File: src/rename_defines.svh
`ifndef RENAME_DEFINES_SVH
`define RENAME_DEFINES_SVH

// ------------------------------
// register number widths
// ------------------------------
`define LREG_WIDTH      5
`define PREG_WIDTH      6

// logical registers renamed by the stage, inclusive bounds
`define REN_LO          8
`define REN_HI          15

// ------------------------------
// rename table and free list
// ------------------------------
`define MAP_ENTRIES     8
`define MAP_IDX_WIDTH   3

`define FL_DEPTH        16
`define FL_PTR_WIDTH    4
`define FL_RESET_BASE   32
`define FL_RESET_COUNT  8

`endif

File: src/rename_pkg.sv
`include "rename_defines.svh"

package rename_pkg;

    // ------------------------------
    // register numbers
    // ------------------------------
    typedef logic [`LREG_WIDTH-1:0] lreg_t;
    typedef logic [`PREG_WIDTH-1:0] preg_t;

    // logical register number widened to the operand word
    typedef struct packed {
        logic [`PREG_WIDTH-`LREG_WIDTH-1:0] pad;
        lreg_t                              num;
    } reg_view_t;

    // ------------------------------
    // second source operand
    // ------------------------------
    // one word, read as a register or as an immediate depending on is_imm.
    // the renamed physical register takes the whole word on the way out
    typedef union packed {
        reg_view_t                lreg;
        logic [`PREG_WIDTH-1:0]   imm;
        preg_t                    preg;
    } operand_t;

endpackage

File: src/alloc_if.sv
`timescale 1ns/1ps

interface alloc_if;
    import rename_pkg::*;

    // two oldest free registers
    preg_t      head_1;
    preg_t      head_2;

    // at least one / at least two free
    logic       avail_1;
    logic       avail_2;

    // registers taken this cycle, 0 to 2
    logic [1:0] pop_count;

    modport ctrl (
        input  head_1,
        input  head_2,
        input  avail_1,
        input  avail_2,
        output pop_count
    );

    modport pool (
        output head_1,
        output head_2,
        output avail_1,
        output avail_2,
        input  pop_count
    );

endinterface

File: src/map_if.sv
`timescale 1ns/1ps

`include "rename_defines.svh"

interface map_if;
    import rename_pkg::*;

    // ------------------------------
    // read side, six ports
    // ------------------------------
    logic [`MAP_IDX_WIDTH-1:0] src1_idx_1, src2_idx_1, dst_idx_1;
    logic [`MAP_IDX_WIDTH-1:0] src1_idx_2, src2_idx_2, dst_idx_2;
    preg_t                     src1_data_1, src2_data_1, dst_data_1;
    preg_t                     src1_data_2, src2_data_2, dst_data_2;

    // ------------------------------
    // write side, port 2 wins on a clash
    // ------------------------------
    logic                      wr_en_1, wr_en_2;
    logic [`MAP_IDX_WIDTH-1:0] wr_idx_1, wr_idx_2;
    preg_t                     wr_data_1, wr_data_2;

    modport ctrl (
        output src1_idx_1, src2_idx_1, dst_idx_1,
        output src1_idx_2, src2_idx_2, dst_idx_2,
        input  src1_data_1, src2_data_1, dst_data_1,
        input  src1_data_2, src2_data_2, dst_data_2,
        output wr_en_1, wr_idx_1, wr_data_1,
        output wr_en_2, wr_idx_2, wr_data_2
    );

    modport tbl (
        input  src1_idx_1, src2_idx_1, dst_idx_1,
        input  src1_idx_2, src2_idx_2, dst_idx_2,
        output src1_data_1, src2_data_1, dst_data_1,
        output src1_data_2, src2_data_2, dst_data_2,
        input  wr_en_1, wr_idx_1, wr_data_1,
        input  wr_en_2, wr_idx_2, wr_data_2
    );

endinterface

File: src/free_list.sv
`timescale 1ns/1ps

`include "rename_defines.svh"

module free_list (
    input  logic              clk,
    input  logic              rst_n,
    alloc_if.pool             pool,
    input  logic              push,
    input  rename_pkg::preg_t push_preg
);
    import rename_pkg::*;

    // ------------------------------
    // storage and pointers
    // ------------------------------
    preg_t                    mem [`FL_DEPTH];
    logic [`FL_PTR_WIDTH-1:0] head_ptr;
    logic [`FL_PTR_WIDTH-1:0] tail_ptr;
    logic [`FL_PTR_WIDTH-1:0] head_ptr_plus1;
    logic [`FL_PTR_WIDTH-1:0] pop_ext;
    logic [`FL_PTR_WIDTH:0]   count;
    logic [`FL_PTR_WIDTH:0]   count_nxt;

    // wraps on its own, depth is a power of two
    assign head_ptr_plus1 = head_ptr + 1'b1;

    assign pop_ext = {{(`FL_PTR_WIDTH-2){1'b0}}, pool.pop_count};

    // ------------------------------
    // allocation side
    // ------------------------------
    // two oldest entries, second one only meaningful with avail_2
    assign pool.head_1  = mem[head_ptr];
    assign pool.head_2  = mem[head_ptr_plus1];
    assign pool.avail_1 = (count != '0);
    assign pool.avail_2 = (count > 1);

    // occupancy after this cycle's push and pops
    always_comb begin
        count_nxt = count;
        if (push) begin
            count_nxt = count_nxt + 1'b1;
        end
        count_nxt = count_nxt - {{(`FL_PTR_WIDTH-1){1'b0}}, pool.pop_count};
    end

    // ------------------------------
    // queue contents
    // ------------------------------
    // comes out of reset holding the spare registers in ascending order
    always_ff @(posedge clk) begin
        if (!rst_n) begin
            for (int i = 0; i < `FL_RESET_COUNT; i++) begin
                mem[i] <= preg_t'(`FL_RESET_BASE + i);
            end
        end else if (push) begin
            mem[tail_ptr] <= push_preg;
        end
    end

    // ------------------------------
    // pointer and count update
    // ------------------------------
    always_ff @(posedge clk) begin
        if (!rst_n) begin
            head_ptr <= '0;
            tail_ptr <= `FL_PTR_WIDTH'(`FL_RESET_COUNT);
            count    <= (`FL_PTR_WIDTH+1)'(`FL_RESET_COUNT);
        end else begin
            // pops never exceed what avail_1/avail_2 advertise
            head_ptr <= head_ptr + pop_ext;
            if (push) begin
                tail_ptr <= tail_ptr + 1'b1;
            end
            count <= count_nxt;
        end
    end

endmodule

File: src/rename_table.sv
`timescale 1ns/1ps

`include "rename_defines.svh"

module rename_table (
    input  logic clk,
    input  logic rst_n,
    map_if.tbl   tbl
);
    import rename_pkg::*;

    // current mapping of logical 8..15, indexed by the low bits
    preg_t map [`MAP_ENTRIES];

    // ------------------------------
    // read ports
    // ------------------------------
    // sources of slot 1
    assign tbl.src1_data_1 = map[tbl.src1_idx_1];
    assign tbl.src2_data_1 = map[tbl.src2_idx_1];

    // sources of slot 2
    assign tbl.src1_data_2 = map[tbl.src1_idx_2];
    assign tbl.src2_data_2 = map[tbl.src2_idx_2];

    // old mappings of the destinations
    assign tbl.dst_data_1 = map[tbl.dst_idx_1];
    assign tbl.dst_data_2 = map[tbl.dst_idx_2];

    // ------------------------------
    // write ports
    // ------------------------------
    always_ff @(posedge clk) begin
        if (!rst_n) begin
            // identity map after reset
            for (int i = 0; i < `MAP_ENTRIES; i++) begin
                map[i] <= preg_t'(`REN_LO + i);
            end
        end else begin
            if (tbl.wr_en_1) begin
                map[tbl.wr_idx_1] <= tbl.wr_data_1;
            end
            // younger instruction, so it overrides port 1
            if (tbl.wr_en_2) begin
                map[tbl.wr_idx_2] <= tbl.wr_data_2;
            end
        end
    end

endmodule

File: src/rename_control.sv
`timescale 1ns/1ps

`include "rename_defines.svh"

module rename_control (
    input  logic                 in_valid_1,
    input  logic                 in_valid_2,
    input  rename_pkg::lreg_t    dst_1,
    input  rename_pkg::lreg_t    dst_2,
    input  rename_pkg::lreg_t    src1_1,
    input  rename_pkg::lreg_t    src1_2,
    input  rename_pkg::operand_t src2_1,
    input  rename_pkg::operand_t src2_2,
    input  logic                 is_imm_1,
    input  logic                 is_imm_2,
    input  logic                 out_ready,
    output logic                 out_valid_1,
    output logic                 out_valid_2,
    output logic                 in_ready,
    output rename_pkg::preg_t    out_dst_1,
    output rename_pkg::preg_t    out_dst_2,
    output rename_pkg::preg_t    out_src1_1,
    output rename_pkg::preg_t    out_src1_2,
    output rename_pkg::operand_t out_src2_1,
    output rename_pkg::operand_t out_src2_2,
    output rename_pkg::preg_t    ppreg_1,
    output rename_pkg::preg_t    ppreg_2,
    alloc_if.ctrl                alloc,
    map_if.ctrl                  map
);
    import rename_pkg::*;

    logic  dst_ren_1, dst_ren_2;
    logic  s1_ren_1, s1_ren_2;
    logic  s2_ren_1, s2_ren_2;
    logic  need_1, need_2;
    logic  enough;
    logic  fire;
    preg_t new_2;

    function automatic logic in_window(input lreg_t r);
        return (r >= `REN_LO) && (r <= `REN_HI);
    endfunction

    // ------------------------------
    // window decode
    // ------------------------------
    assign dst_ren_1 = in_window(dst_1);
    assign dst_ren_2 = in_window(dst_2);
    assign s1_ren_1  = in_window(src1_1);
    assign s1_ren_2  = in_window(src1_2);
    // immediates are never looked up
    assign s2_ren_1  = !is_imm_1 && in_window(src2_1.lreg.num);
    assign s2_ren_2  = !is_imm_2 && in_window(src2_2.lreg.num);

    // table lookups, window is 8..15 so the low bits are the index
    assign map.src1_idx_1 = src1_1[`MAP_IDX_WIDTH-1:0];
    assign map.src2_idx_1 = src2_1.lreg.num[`MAP_IDX_WIDTH-1:0];
    assign map.dst_idx_1  = dst_1[`MAP_IDX_WIDTH-1:0];
    assign map.src1_idx_2 = src1_2[`MAP_IDX_WIDTH-1:0];
    assign map.src2_idx_2 = src2_2.lreg.num[`MAP_IDX_WIDTH-1:0];
    assign map.dst_idx_2  = dst_2[`MAP_IDX_WIDTH-1:0];

    // ------------------------------
    // allocation and handshake
    // ------------------------------
    assign need_1 = in_valid_1 && dst_ren_1;
    assign need_2 = in_valid_2 && dst_ren_2;

    always_comb begin
        case ({need_1, need_2})
            2'b11:          enough = alloc.avail_2;
            2'b10, 2'b01:   enough = alloc.avail_1;
            default:        enough = 1'b1;
        endcase
    end

    assign fire        = in_valid_1 && out_ready && enough;
    assign out_valid_1 = fire;
    assign out_valid_2 = fire && in_valid_2;
    assign in_ready    = fire;

    assign alloc.pop_count = fire ? ({1'b0, need_1} + {1'b0, need_2}) : 2'd0;

    // slot 2 takes the second head only if slot 1 took the first
    assign new_2 = dst_ren_1 ? alloc.head_2 : alloc.head_1;

    assign map.wr_en_1   = fire && need_1;
    assign map.wr_idx_1  = dst_1[`MAP_IDX_WIDTH-1:0];
    assign map.wr_data_1 = alloc.head_1;
    assign map.wr_en_2   = fire && need_2;
    assign map.wr_idx_2  = dst_2[`MAP_IDX_WIDTH-1:0];
    assign map.wr_data_2 = new_2;

    // ------------------------------
    // renamed operands
    // ------------------------------
    assign out_dst_1  = dst_ren_1 ? alloc.head_1 : preg_t'(dst_1);
    assign out_dst_2  = dst_ren_2 ? new_2 : preg_t'(dst_2);
    assign out_src1_1 = s1_ren_1 ? map.src1_data_1 : preg_t'(src1_1);

    always_comb begin
        out_src2_1 = src2_1;
        if (s2_ren_1) begin
            out_src2_1.preg = map.src2_data_1;
        end
    end

    // slot 2 sees slot 1's result ahead of the table
    always_comb begin
        if (src1_2 == dst_1) begin
            out_src1_2 = out_dst_1;
        end else if (s1_ren_2) begin
            out_src1_2 = map.src1_data_2;
        end else begin
            out_src1_2 = preg_t'(src1_2);
        end
    end

    always_comb begin
        out_src2_2 = src2_2;
        if (!is_imm_2 && (src2_2.lreg.num == dst_1)) begin
            out_src2_2.preg = out_dst_1;
        end else if (s2_ren_2) begin
            out_src2_2.preg = map.src2_data_2;
        end
    end

    // previous mapping, slot 2 follows slot 1 on a shared destination
    assign ppreg_1 = map.dst_data_1;
    assign ppreg_2 = (dst_ren_1 && (dst_2 == dst_1)) ? out_dst_1 : map.dst_data_2;

endmodule

File: src/reg_rename.sv
`timescale 1ns/1ps

`include "rename_defines.svh"

module reg_rename (
    input  logic                 clk,
    input  logic                 rst_n,
    // incoming bundle
    input  logic                 in_valid_1,
    input  logic                 in_valid_2,
    input  rename_pkg::lreg_t    dst_1,
    input  rename_pkg::lreg_t    dst_2,
    input  rename_pkg::lreg_t    src1_1,
    input  rename_pkg::lreg_t    src1_2,
    input  rename_pkg::operand_t src2_1,
    input  rename_pkg::operand_t src2_2,
    input  logic                 is_imm_1,
    input  logic                 is_imm_2,
    output logic                 in_ready,
    // renamed bundle
    input  logic                 out_ready,
    output logic                 out_valid_1,
    output logic                 out_valid_2,
    output rename_pkg::preg_t    out_dst_1,
    output rename_pkg::preg_t    out_dst_2,
    output rename_pkg::preg_t    out_src1_1,
    output rename_pkg::preg_t    out_src1_2,
    output rename_pkg::operand_t out_src2_1,
    output rename_pkg::operand_t out_src2_2,
    output rename_pkg::preg_t    ppreg_1,
    output rename_pkg::preg_t    ppreg_2,
    // commit port
    input  logic                 commit_valid,
    input  rename_pkg::lreg_t    commit_lreg,
    input  rename_pkg::preg_t    commit_preg
);

    logic fl_push;

    alloc_if alloc_bus ();
    map_if   map_bus ();

    // only registers of the renamed window go back to the pool
    assign fl_push = commit_valid && (commit_lreg >= `REN_LO) && (commit_lreg <= `REN_HI);

    // ------------------------------
    // state
    // ------------------------------
    free_list u_free_list (
        .clk       (clk),
        .rst_n     (rst_n),
        .pool      (alloc_bus.pool),
        .push      (fl_push),
        .push_preg (commit_preg)
    );

    rename_table u_rename_table (
        .clk   (clk),
        .rst_n (rst_n),
        .tbl   (map_bus.tbl)
    );

    // ------------------------------
    // datapath and control
    // ------------------------------
    rename_control u_rename_control (
        .in_valid_1  (in_valid_1),
        .in_valid_2  (in_valid_2),
        .dst_1       (dst_1),
        .dst_2       (dst_2),
        .src1_1      (src1_1),
        .src1_2      (src1_2),
        .src2_1      (src2_1),
        .src2_2      (src2_2),
        .is_imm_1    (is_imm_1),
        .is_imm_2    (is_imm_2),
        .out_ready   (out_ready),
        .out_valid_1 (out_valid_1),
        .out_valid_2 (out_valid_2),
        .in_ready    (in_ready),
        .out_dst_1   (out_dst_1),
        .out_dst_2   (out_dst_2),
        .out_src1_1  (out_src1_1),
        .out_src1_2  (out_src1_2),
        .out_src2_1  (out_src2_1),
        .out_src2_2  (out_src2_2),
        .ppreg_1     (ppreg_1),
        .ppreg_2     (ppreg_2),
        .alloc       (alloc_bus.ctrl),
        .map         (map_bus.ctrl)
    );

endmodule

File: config.mk
export PLATFORM = sky130hd
export DESIGN_NAME = reg_rename
export DESIGN_NICKNAME = d
export VERILOG_FILES = /design/src/rename_pkg.sv /design/src/alloc_if.sv /design/src/map_if.sv /design/src/free_list.sv /design/src/rename_table.sv /design/src/rename_control.sv /design/src/reg_rename.sv
export VERILOG_INCLUDE_DIRS = /design/src /design/src/src
export SDC_FILE = /design/constraint.sdc
export NUM_CORES = 1
export LEC_CHECK = 0
export BUFFER_PORTS_ARGS = -buffer_cell sky130_fd_sc_hd__buf_2
export CORE_ASPECT_RATIO = 1.2
export CORE_UTILIZATION = 50
export DETAILED_ROUTE_END_ITERATION = 6
export PLACE_DENSITY = 0.81
export SLEW_MARGIN = 10
export SYNTH_ARGS = -nofsm -noshare
export SYNTH_HDL_FRONTEND = slang
export SYNTH_SLANG_ARGS = --single-unit
File: constraint.sdc
create_clock -name clk -period 4.6 [get_ports clk]
set_input_delay 0.92 -clock clk [delete_from_list [all_inputs] [get_ports clk]]
set_output_delay 0.92 -clock clk [all_outputs]
set_load 0.02 [all_outputs]
==> results of run 1 <==
-- logic make-up after synthesis --
group | after synthesis
mux | 163
xor+xnor | 25
compound gates | 203
buf+inv | 106
fa+ha+maj | 16
flops | 157
simple gates | 266
-- worst max-delay path by stage --
stage	startpoint	end	slack, ps	cells after the start
6_report	u_free_list.head_ptr[0]$_SDFF_PN0_	out_dst_2[0]	130	8
3_5_place_dp	dst_1[4]	u_free_list.count[4]$_SDFF_PN0_	590	16
4_1_cts	u_free_list.head_ptr[0]$_SDFF_PN0_	out_dst_2[3]	350	7
5_1_grt	u_free_list.head_ptr[0]$_SDFF_PN0_	out_dst_2[0]	40	8
2_1_floorplan	dst_1[3]	u_rename_table.map[1][0]$_DFFE_PP_	760	10
3_3_place_gp	dst_1[4]	u_free_list.count[4]$_SDFF_PN0_	630	16
-- cell type report --
class                   instances  area (um^2)
diodes                          1        2.502
clock buffers                  17        425.4
clock inverters                15        155.1
fillers                      1741         9346
inverters                      31        116.4
multi-input cells             673         6043
flip-flops and latches        157         4586
well taps                     274        342.8
repair buffers                124        685.7
-- sequential cells by signal, summed over array words and instances (netlist names) --
name and cells:
u_free_list.mem 96, u_rename_table.map 48, u_free_list.count 5, u_free_list.head_ptr 4, u_free_list.tail_ptr 4
-- synthesized netlist by cell type (all sizes together) (6+ instances only) --
cell type    n
nand4        8
and2        42
mux2i       49
nand3b       7
nor2        71
nand2b       9
o211ai       8
nand3       11
a22oi        6
inv         31
mux4       103
edfxtp     144
o21ai       58
a211oi      12
a21oi       48
xor2        11
clkbuf      45
nor2b       11
xnor2       14
ha          14
or3         26
dfxtp       13
a31oi        8
nand2       57
mux2        11
buf         30
o22ai       20
nor3         7
-- metrics by stage --
| stage | util | std cells |
|---|---|---|
| floorplan | - | 936 |
| global placement | 0.5425 | 1259 |
| detailed placement | 0.5425 | 1259 |
| CTS | 0.5692 | 1291 |
| global route | 0.5692 | 1291 |
| finish | 0.5694 | 1292 |
-- power breakdown --
part,switching (W),leakage (nW),internal [W]
clock,0.000615,0.276,0.000762
sequential,0.0000328,1.39,0.00158
combinational,0.000322,2.51,0.000206
-- per-layer routing --
layer,global-route usage,part of all wire
met4,0.1947,0.065
met3,0.06960,0.099
met5,0,0.00041
met2,0.4884,0.50
met1,0.3351,0.34
-- worst register-to-register path: cells and delay by family (launching register included) --
family / cells / cell delay (ps)
buffers and inverters: 2 / 590
muxes: 3 / 1320
DFF: 1 / 360
AOI/OAI and AO/OA: 2 / 740
==> results, run 1 <==
- The number of enable-type register cells in the synthesized netlist is 144.
- The most numerous cell type found on the critical path is a21oi_1.
- The end point of the most critical hold path is u_free_list.tail_ptr[3]$_SDFFE_PN1P_.
- Traced cell by cell, the critical path runs through buf_4 > mux4_2 > mux2i_1 > mux2_2 > inv_2 > a21oi_1 > a21oi_1 > buf_2.
- Of the total synthesized cell area, the portion taken by full adders, half adders and majority gates is 0.01942.
- For the pin with the worst max-slew slack, the measured transition is 1142 ps.
- The number of warning messages in the yosys log is 0.
- The layout cell share with drive strength beyond 1 is 0.2842.
- The core region is 21700 um^2.
- Headroom to the max-slew limit came out at 0.2308.
- The completed layout was analyzed and its total power is 0.003516 W.
- Setup repair after global routing left no endpoint under its margin.
- The xor and xnor area share after synthesis is 0.01975.
- In the layout the commonest cells are edfxtp_1 (144), mux4_2 (103), buf_2 (98).
- The number of rows in the core area is 59.
- Across every metal layer, demand over resource in global routing totals 0.2935.
- Synthesis produced 936 cells.
- The number of remaining DRC errors is 0.
- Sorting the synthesized cells by area gives the leading types as edfxtp_1 (39%), mux4_2 (21%), mux2i_1 (4.4%), nor2_1 (2.4%), and2_1 (2.4%).
- The highest clock rate is 223.9 MHz.
- The post-synthesis async set-or-reset flop share is 0.
- The final setup skew is 6.941 ps.
- Detailed routing inserted a total of 8922 vias.
- During I/O placement, the number of pins put on the boundary was 102.
- The register area share after synthesis is 0.4136.
- STA classifies the critical path startpoint as a flip-flop.
- Detailed placement finished with a half-perimeter wire length of 22.94 mm.
- The deepest level of the CTS H-tree is 4.
- The biggest area consumer among synthesized cells is edfxtp_1.
- In this run the most critical hold path is launched from u_free_list.tail_ptr[0]$_SDFFE_PN0P_.
- Power spread over the standard cell area amounts to 284.5 nW/um^2.
- The number of gates given a new drive strength after cts is 0.
- The clock transition time at the flip-flop clock pins of the worst setup and hold paths is 60 ps.
- Summed over all layers, the routed wires come to 31.94 mm.
- The number of buffers created by CTS is 17.
- The die covers 22770 um^2.
- The cell depth of the worst flop-to-flop path is 7.
- The predominant post-synthesis flop cell is edfxtp_1.
- The shortest period the worst path allows is between 4000 and 5000 ps.
- The final-stage net count is 1071.
- The kind of cell with the highest combined delay along the critical path is multiplexers.
- The required time at the endpoint of the critical path is 3680 ps.
- The number of pins exceeding their max-slew limit in the final report came to 0.
- The number of max-cap violations is 0.
- On the worst path, the slowest cell contributes a delay of 570 ps.
- The count of endpoints failing setup in the final report is 0.
- The flow ran to the end, and the final reports show no timing, DRC or antenna violations.
- The share of synthesized area in the top cell type comes to 0.3901.
- The library cell used most frequently in the layout, excluding fill and tap cells, is edfxtp_1.
- The average instance area after synthesis is approximately 12 um^2.
- The post-synthesis to final-layout area growth is 11.48%.
- The longest clock path from root to sink contains 2 buffers.
- The final weighted congestion in routability-driven placement is between 1 and 1.5.
- The post-route worst setup slack is 134.2 ps.
- Data on the critical path arrives at its endpoint at 3550 ps.
- The main combinational cell family by area after synthesis is multiplexers.
- The first global-routing pass estimated 48.68 mm of wire.
- The initial antenna violation count is 2.
- OpenSTA, run right after detailed placement, puts the worst setup slack at roughly 600 ps.
- At the later pin of the worst-skew pair, clock insertion delay measures 430 ps.
- The type of the tightest min-delay check is flip-flop to flip-flop.
- Measured against the total synthesized area, the mux share comes to 0.2647.
- The CTS tree is done.
- From left edge to right edge, the die measures roughly 140 um.
- After synthesis the cells add up to between 10000 and 15000 um^2.
- The number of buffers and inverters on the critical path is 3.
- The number of nets handed over by synthesis was 1003.
- In this run the clock root is driven by a clkbuf_16.
- The worst setup path is captured at a primary output.
- The largest net degree at the start of global routing is 33.
- The number of storage elements in the synthesis netlist is 157.
- The number of global-route vias before repair is 8469.
- In this run, post-CTS hold repair placed 0 buffers.
- The worst hold path cell count is 3.
- The starting DRC count in detailed routing is just over 800.
- The highest-delay cell along the critical path is mux4_2.
- The worst setup slack for register-to-register paths is 1290 ps.
- In the finished design, the share of the clock period the worst path needs comes to 0.9708.
- The leakage component of the power is 4.176 nW.
- The finished cells cover 12360 um^2.
- The maximum fanout encountered on the critical timing path is 32.
- Adding up every negative setup slack in the final design gives 0 ps.
- The critical path is of the flip-flop to primary output type.
- The complex-gate fraction of the synthesized area is 0.1193.
- The final number of hold-violating endpoints is 0.
- The total overflow left after global routing is 0.
- The endpoint identified for the worst register-to-register timing path is u_rename_table.map[0][0]$_DFFE_PP_.
- Dividing the detail-routed wire length by the instance count gives 24.72 um.
- The simple-gate portion of the synthesized area is 0.1220.
- The total number of clock tree sinks is between 150 and 200.
- The tightest hold path in the finished design has a slack of slightly below 600 ps.
- The die is 165.1 um tall.
- The remaining number of nets flagged by the antenna check after routing is 0.
- The initial utilization of the core area, before any placement, comes to 0.5107.
- The number of buffers inserted to repair setup after CTS is 0.
- The launch point of the worst reg-to-reg path is u_free_list.head_ptr[0]$_SDFF_PN0_.
- Synthesis instantiated 68 different standard cells from the library.
- Dividing the detail-routed via count by the number of cells gives 6.906.
- The number of detailed-routing iterations run before antenna repair is 6.
- The worst voltage drop across the vdd grid is ~0.0003 V.
- The count of port buffers added during placement is 98.
- The placed instance area is 11770 um^2.
Note: power is estimated with default switching activity, not from simulation.
==> run 2: changes to the inputs <==
--- a/config.mk
+++ b/config.mk
@@ -6,6 +6,7 @@
 export SDC_FILE = /design/constraint.sdc
 export NUM_CORES = 1
 export LEC_CHECK = 0
+export ABC_AREA = 1
 export BUFFER_PORTS_ARGS = -buffer_cell sky130_fd_sc_hd__buf_2
 export CORE_ASPECT_RATIO = 1.2
 export CORE_UTILIZATION = 50
==> run 2 against run 1 <==
Sequential share of layout area shrank 1.8 points. Combinational power grew 16%. Clock power grew 4%. Maximum frequency grew 3.0%. Worst setup slack gained 130 ps.
==> results, run 2 <==
- The run finished with clean final reports.
- The slew at the pin closest to its max-slew limit was 1136 ps (-5.441 ps).
- The data arrival time at the worst-slack endpoint is 3420 ps (-130 ps).
- The number of buffers inserted by hold repair at cts is 0 (unchanged).
- STA classifies the critical path startpoint as a flip-flop.
- The number of gates given a new drive strength after cts is 0 (unchanged).
- The starting DRC count in detailed routing is 1244 (+51%).
- The via-per-instance ratio is 6.093 (-12%).
- Ranked by flip-flop count, first place goes to u_free_list.mem.
- The number of pins exceeding their max-slew limit in the final report is 0 (unchanged).
- Clock tree synthesis selected as its root buffer the cell clkbuf_16.
- The total power per unit cell area is 281.0 nW/um^2 (-1.2%).
- The most common cell after layout, fill and taps aside is nand2_1.
- The critical path's top delay family is buffers and inverters.
- The shortest period the worst path allows is 4337 ps (-128.4 ps).
- The total number of clock tree sinks was 157 (unchanged).
- The count of different cell masters after synthesis is 49 (-28%).
- The number of antenna diodes is 0 (-1).
- The number of global-route vias before repair is 11.37k (+34%).
- The aggregate routed wire length is 46.64 mm (+46%).
- The number of enable-type register cells in the synthesized netlist was 144 (unchanged).
- The deepest level of the CTS H-tree was 4 (unchanged).
- The remaining number of nets flagged by the antenna check after routing is 0 (unchanged).
- The number of buffers and inverters on the critical path is 3 (unchanged).
- The remaining global-route overflow is 0 (unchanged).
- The initial standard-cell utilization of the core was 0.5098 (-0.0009572).
- The clock transition time at the flip-flop clock pins of the worst setup and hold paths is 70 ps (about the same).
- The final weighted congestion in routability-driven placement is 1.079 (+3.8%).
- The wire length of the first global-routing pass is 68.58 mm (+41%).
- The y dimension of the die is 170.2 um (+3.1%).
- The number of warning messages in the yosys log is 0 (unchanged).
- The number of buffers created by CTS is 17 (unchanged).
- The placed instance area is 12390 um^2 (+5.2%).
- The remaining max-slew budget at the tightest pin is 0.2384 (+0.007543).
- The register area share after synthesis was 0.3889 (-0.02471).
- The final design instance area without fill was 12990 um^2 (+5.1%).
- The worst setup path is of the flip-flop to primary output kind.
- The maximum fanout encountered on the critical timing path is 23 (-28%).
- Sorting the synthesized cells by area gives the leading types as edfxtp_1 (37%), nand2_1 (13%), nand3_1 (8.6%), o21ai_0 (6.7%), inv_1 (6.3%).
- The final-stage net count is 1759 (+64%).
- The library cell with the highest instance count after synthesis is nand2_1.
- For this design, the slowest cell found on the critical path is inv_1.
- The biggest area consumer among synthesized cells is edfxtp_1.
- Setup repair after global routing left no endpoint under its margin.
- The required time at the endpoint of the critical path is 3680 ps (about the same).
- The count of port buffers added during placement is 98 (unchanged).
- The final number of hold-violating endpoints is 0 (unchanged).
- The CTS tree is done.
- The die width is 142.2 um (+3.1%).
- The number of detailed-routing iterations run before antenna repair came to 6 (unchanged).
- The initial antenna violation count is 0 (-2).
- The critical path depth is 10 (+2).
- The worst register-to-register path begins at u_free_list.head_ptr[2]$_SDFF_PN0_.
- The number of buffers inserted to repair setup after CTS came to 0 (unchanged).
- The post-place setup slack is 830.4 ps (+241.4 ps).
- The reg-to-reg endpoint is u_rename_table.map[7][1]$_DFFE_PP_.
- The overall via count from detail_route is 12.31k (+38%).
- The count of endpoints failing setup in the final report was 0 (unchanged).
- The area share of the leading cell type in the synthesized netlist came to 0.3668 (-0.02331).
- The layout cell share with drive strength beyond 1 is 0.1261 (-0.1581).
- The count of mapped cells out of synthesis is 1635 (+75%).
- The count of boundary I/O pins came to 102 (unchanged).
- The cell depth of the worst flop-to-flop path is 11 (+4).
- The worst stage delay on the critical path is 600 ps (+30 ps).
- The critical path goes through buf_4 > ha_1 > inv_1 > nand3_1 > nand3_1 > nand3_1 > nand3_2 > nand2_2 > o21ai_1 > buf_2.
- The number of max-cap violations is 0 (unchanged).
- The layout filler cell count was 2159 (+24%).
- The flip-flop count of the largest register, all copies and words added is 96 (unchanged).
- The leakage component of the power is 5.617 nW (+35%).
- The largest registers in the layout are u_free_list.mem x96, u_rename_table.map x48, u_free_list.count x5.
- The area growth from synthesis to layout is 10.19%.
- The library cells used most frequently in the layout, excluding fill and tap cells, are nand2_1 (397), nand3_1 (203), inv_1 (197).
- The number of remaining DRC errors is 0 (unchanged).
- The number of storage elements in the synthesis netlist came to 157 (unchanged).
- The final setup skew is 9.057 ps (+2.115 ps).
- The post-route worst setup slack is 262.6 ps (+128.4 ps).
- Following the worst setup path forward leads to its endpoint at out_dst_2[2].
- The endpoint type of the worst setup path is a primary output.
- The final critical-path share of the clock period was 0.9429 (-0.02791).
- In this run the worst setup path begins at u_free_list.head_ptr[1]$_SDFF_PN0_.
- The net count of the mapped netlist came to 1702 (+70%).
- The library cell appearing most often on the critical path is nand3_1.
- The total routing resource utilization after global routing is 0.3922 (+0.09877).
- The largest net degree at the start of global routing is 109 (+230%).
- The number of rows in the core area is 61 (+3.4%).
- The clock insertion delay at the later pin of the skew report is 440 ps (about the same).
- The average instance area after synthesis is 7.210 um^2 (-39%).
- The predominant post-synthesis flop cell is edfxtp_1.
- The wire length per cell after detailed routing is 23.09 um (-6.6%).
- The summed instance area of the synthesized netlist is 11790 um^2 (+6.4%).
- The detailed placement HPWL is 34.75 mm (+52%).
- The floorplan core area is 23130 um^2 (+6.6%).
- The worst hold path cell count is 2 (-1).
- The type of the tightest min-delay check is flip-flop to flip-flop.
- The worst setup slack for register-to-register paths came to 1710 ps (+420 ps).
- The final setup TNS is 0 ps (unchanged).
- In the synthesized netlist, the cells that appear most often are nand2_1 (397), nand3_1 (203), inv_1 (197).
- The area of the die is 24200 um^2 (+6.3%).
- The highest clock rate is 230.6 MHz (+3.0%).
- The worst voltage drop across the vdd grid is 0.0002850 V (-4.8%).
- The post-synthesis async set-or-reset flop share is 0 (unchanged).
- The deepest clock path buffer count is 2 (unchanged).
==> run 2: cell count changes after synthesis, moves of 15 or more <==
| cell | before | now |
|---|---|---|
| inv_1 | 28 | 197 |
| nor2_1 | 71 | 101 |
| nand3_1 | 11 | 203 |
| inv_2 | 3 | 18 |
| and2_1 | 42 | 0 |
| clkbuf_1 | 45 | 29 |
| o21ai_0 | 43 | 157 |
| mux4_2 | 103 | 0 |
| a21oi_1 | 45 | 134 |
| nand2_1 | 57 | 397 |
| or3_1 | 26 | 0 |
| o211ai_1 | 8 | 25 |
| mux2i_1 | 49 | 0 |
==> run 2: metal layers <==
| layer | vias to the layer above | GRT usage | routed length [um] |
|---|---|---|---|
| li1 | 5667 | - | - |
| met1 | 5570 | 0.4240 | 15930 |
| met2 | 832 | 0.6522 | 22010 |
| met3 | 238 | 0.08497 | 4476 |
| met4 | 0 | 0.3375 | 4221 |
| met5 | - | 0 | 0 |
==> run 2: kinds of logic (layout without fill, tap and decap cells) <==
group / Yosys count / count (layout) / share of synthesized area
AND/OR/NAND/NOR: 766 / 766 / 0.2966
buffers and inverters: 292 / 362 / 0.1040
XOR/XNOR: 13 / 13 / 0.009658
adder cells (fa/ha/maj): 16 / 16 / 0.01826
flip-flops: 157 / 157 / 0.3889
AO/OA/AOI/OAI: 391 / 391 / 0.1826
==> run 2: worst register-to-register path, delay by kind of cell (launching register included) <==
family | cells | cell delay (ps)
AND/OR/NAND/NOR | 8 | 1520
buffers and inverters | 3 | 560
flip-flops | 1 | 580
==> run 2: stage by stage <==
step	total power [W]	hold WS (ps)	cells	utilization
detailed placement	0.002226	545.6	1988	0.5358
CTS	0.003616	555.4	2020	0.5617
floorplan	0.002012	491.1	1635	-
global route	0.003733	598.4	2020	0.5617
global placement	0.002222	522.7	1988	0.5358
finish	0.003651	552.0	2020	0.5617
==> run 2: layout make-up <==
type | count | area [um^2] | area share
clock inverters | 15 | 173.9 | 0.01339
multi-input cells | 1186 | 5978 | 0.4602
clock buffers | 17 | 425.4 | 0.03275
inverters | 218 | 822.0 | 0.06328
flip-flops and latches | 157 | 4588 | 0.3532
repair buffers | 112 | 608.1 | 0.04681
well taps | 315 | 394.1 | 0.03034
==> run 2: worst min-delay path by stage <==
stage	end	startpoint	slack (ps)
after global placement	u_free_list.tail_ptr[1]$_SDFFE_PN0P_	u_free_list.tail_ptr[1]$_SDFFE_PN0P_	520
after detailed placement	u_free_list.tail_ptr[1]$_SDFFE_PN0P_	u_free_list.tail_ptr[1]$_SDFFE_PN0P_	550
final	u_free_list.tail_ptr[1]$_SDFFE_PN0P_	u_free_list.tail_ptr[1]$_SDFFE_PN0P_	550
after floorplan	u_free_list.tail_ptr[3]$_SDFFE_PN1P_	u_free_list.tail_ptr[3]$_SDFFE_PN1P_	490
after CTS	u_free_list.tail_ptr[1]$_SDFFE_PN0P_	u_free_list.tail_ptr[1]$_SDFFE_PN0P_	560
after global routing	u_free_list.tail_ptr[1]$_SDFFE_PN0P_	u_free_list.tail_ptr[1]$_SDFFE_PN0P_	600
==> run 2: power by group <==
group          internal (W)  total, W  switching, W  leakage [nW]
clock              0.000776   0.00143      0.000653         0.291
sequential          0.00158   0.00161     0.0000313          1.39
combinational      0.000162  0.000613      0.000451          3.94
total               0.00251   0.00365       0.00114          5.62
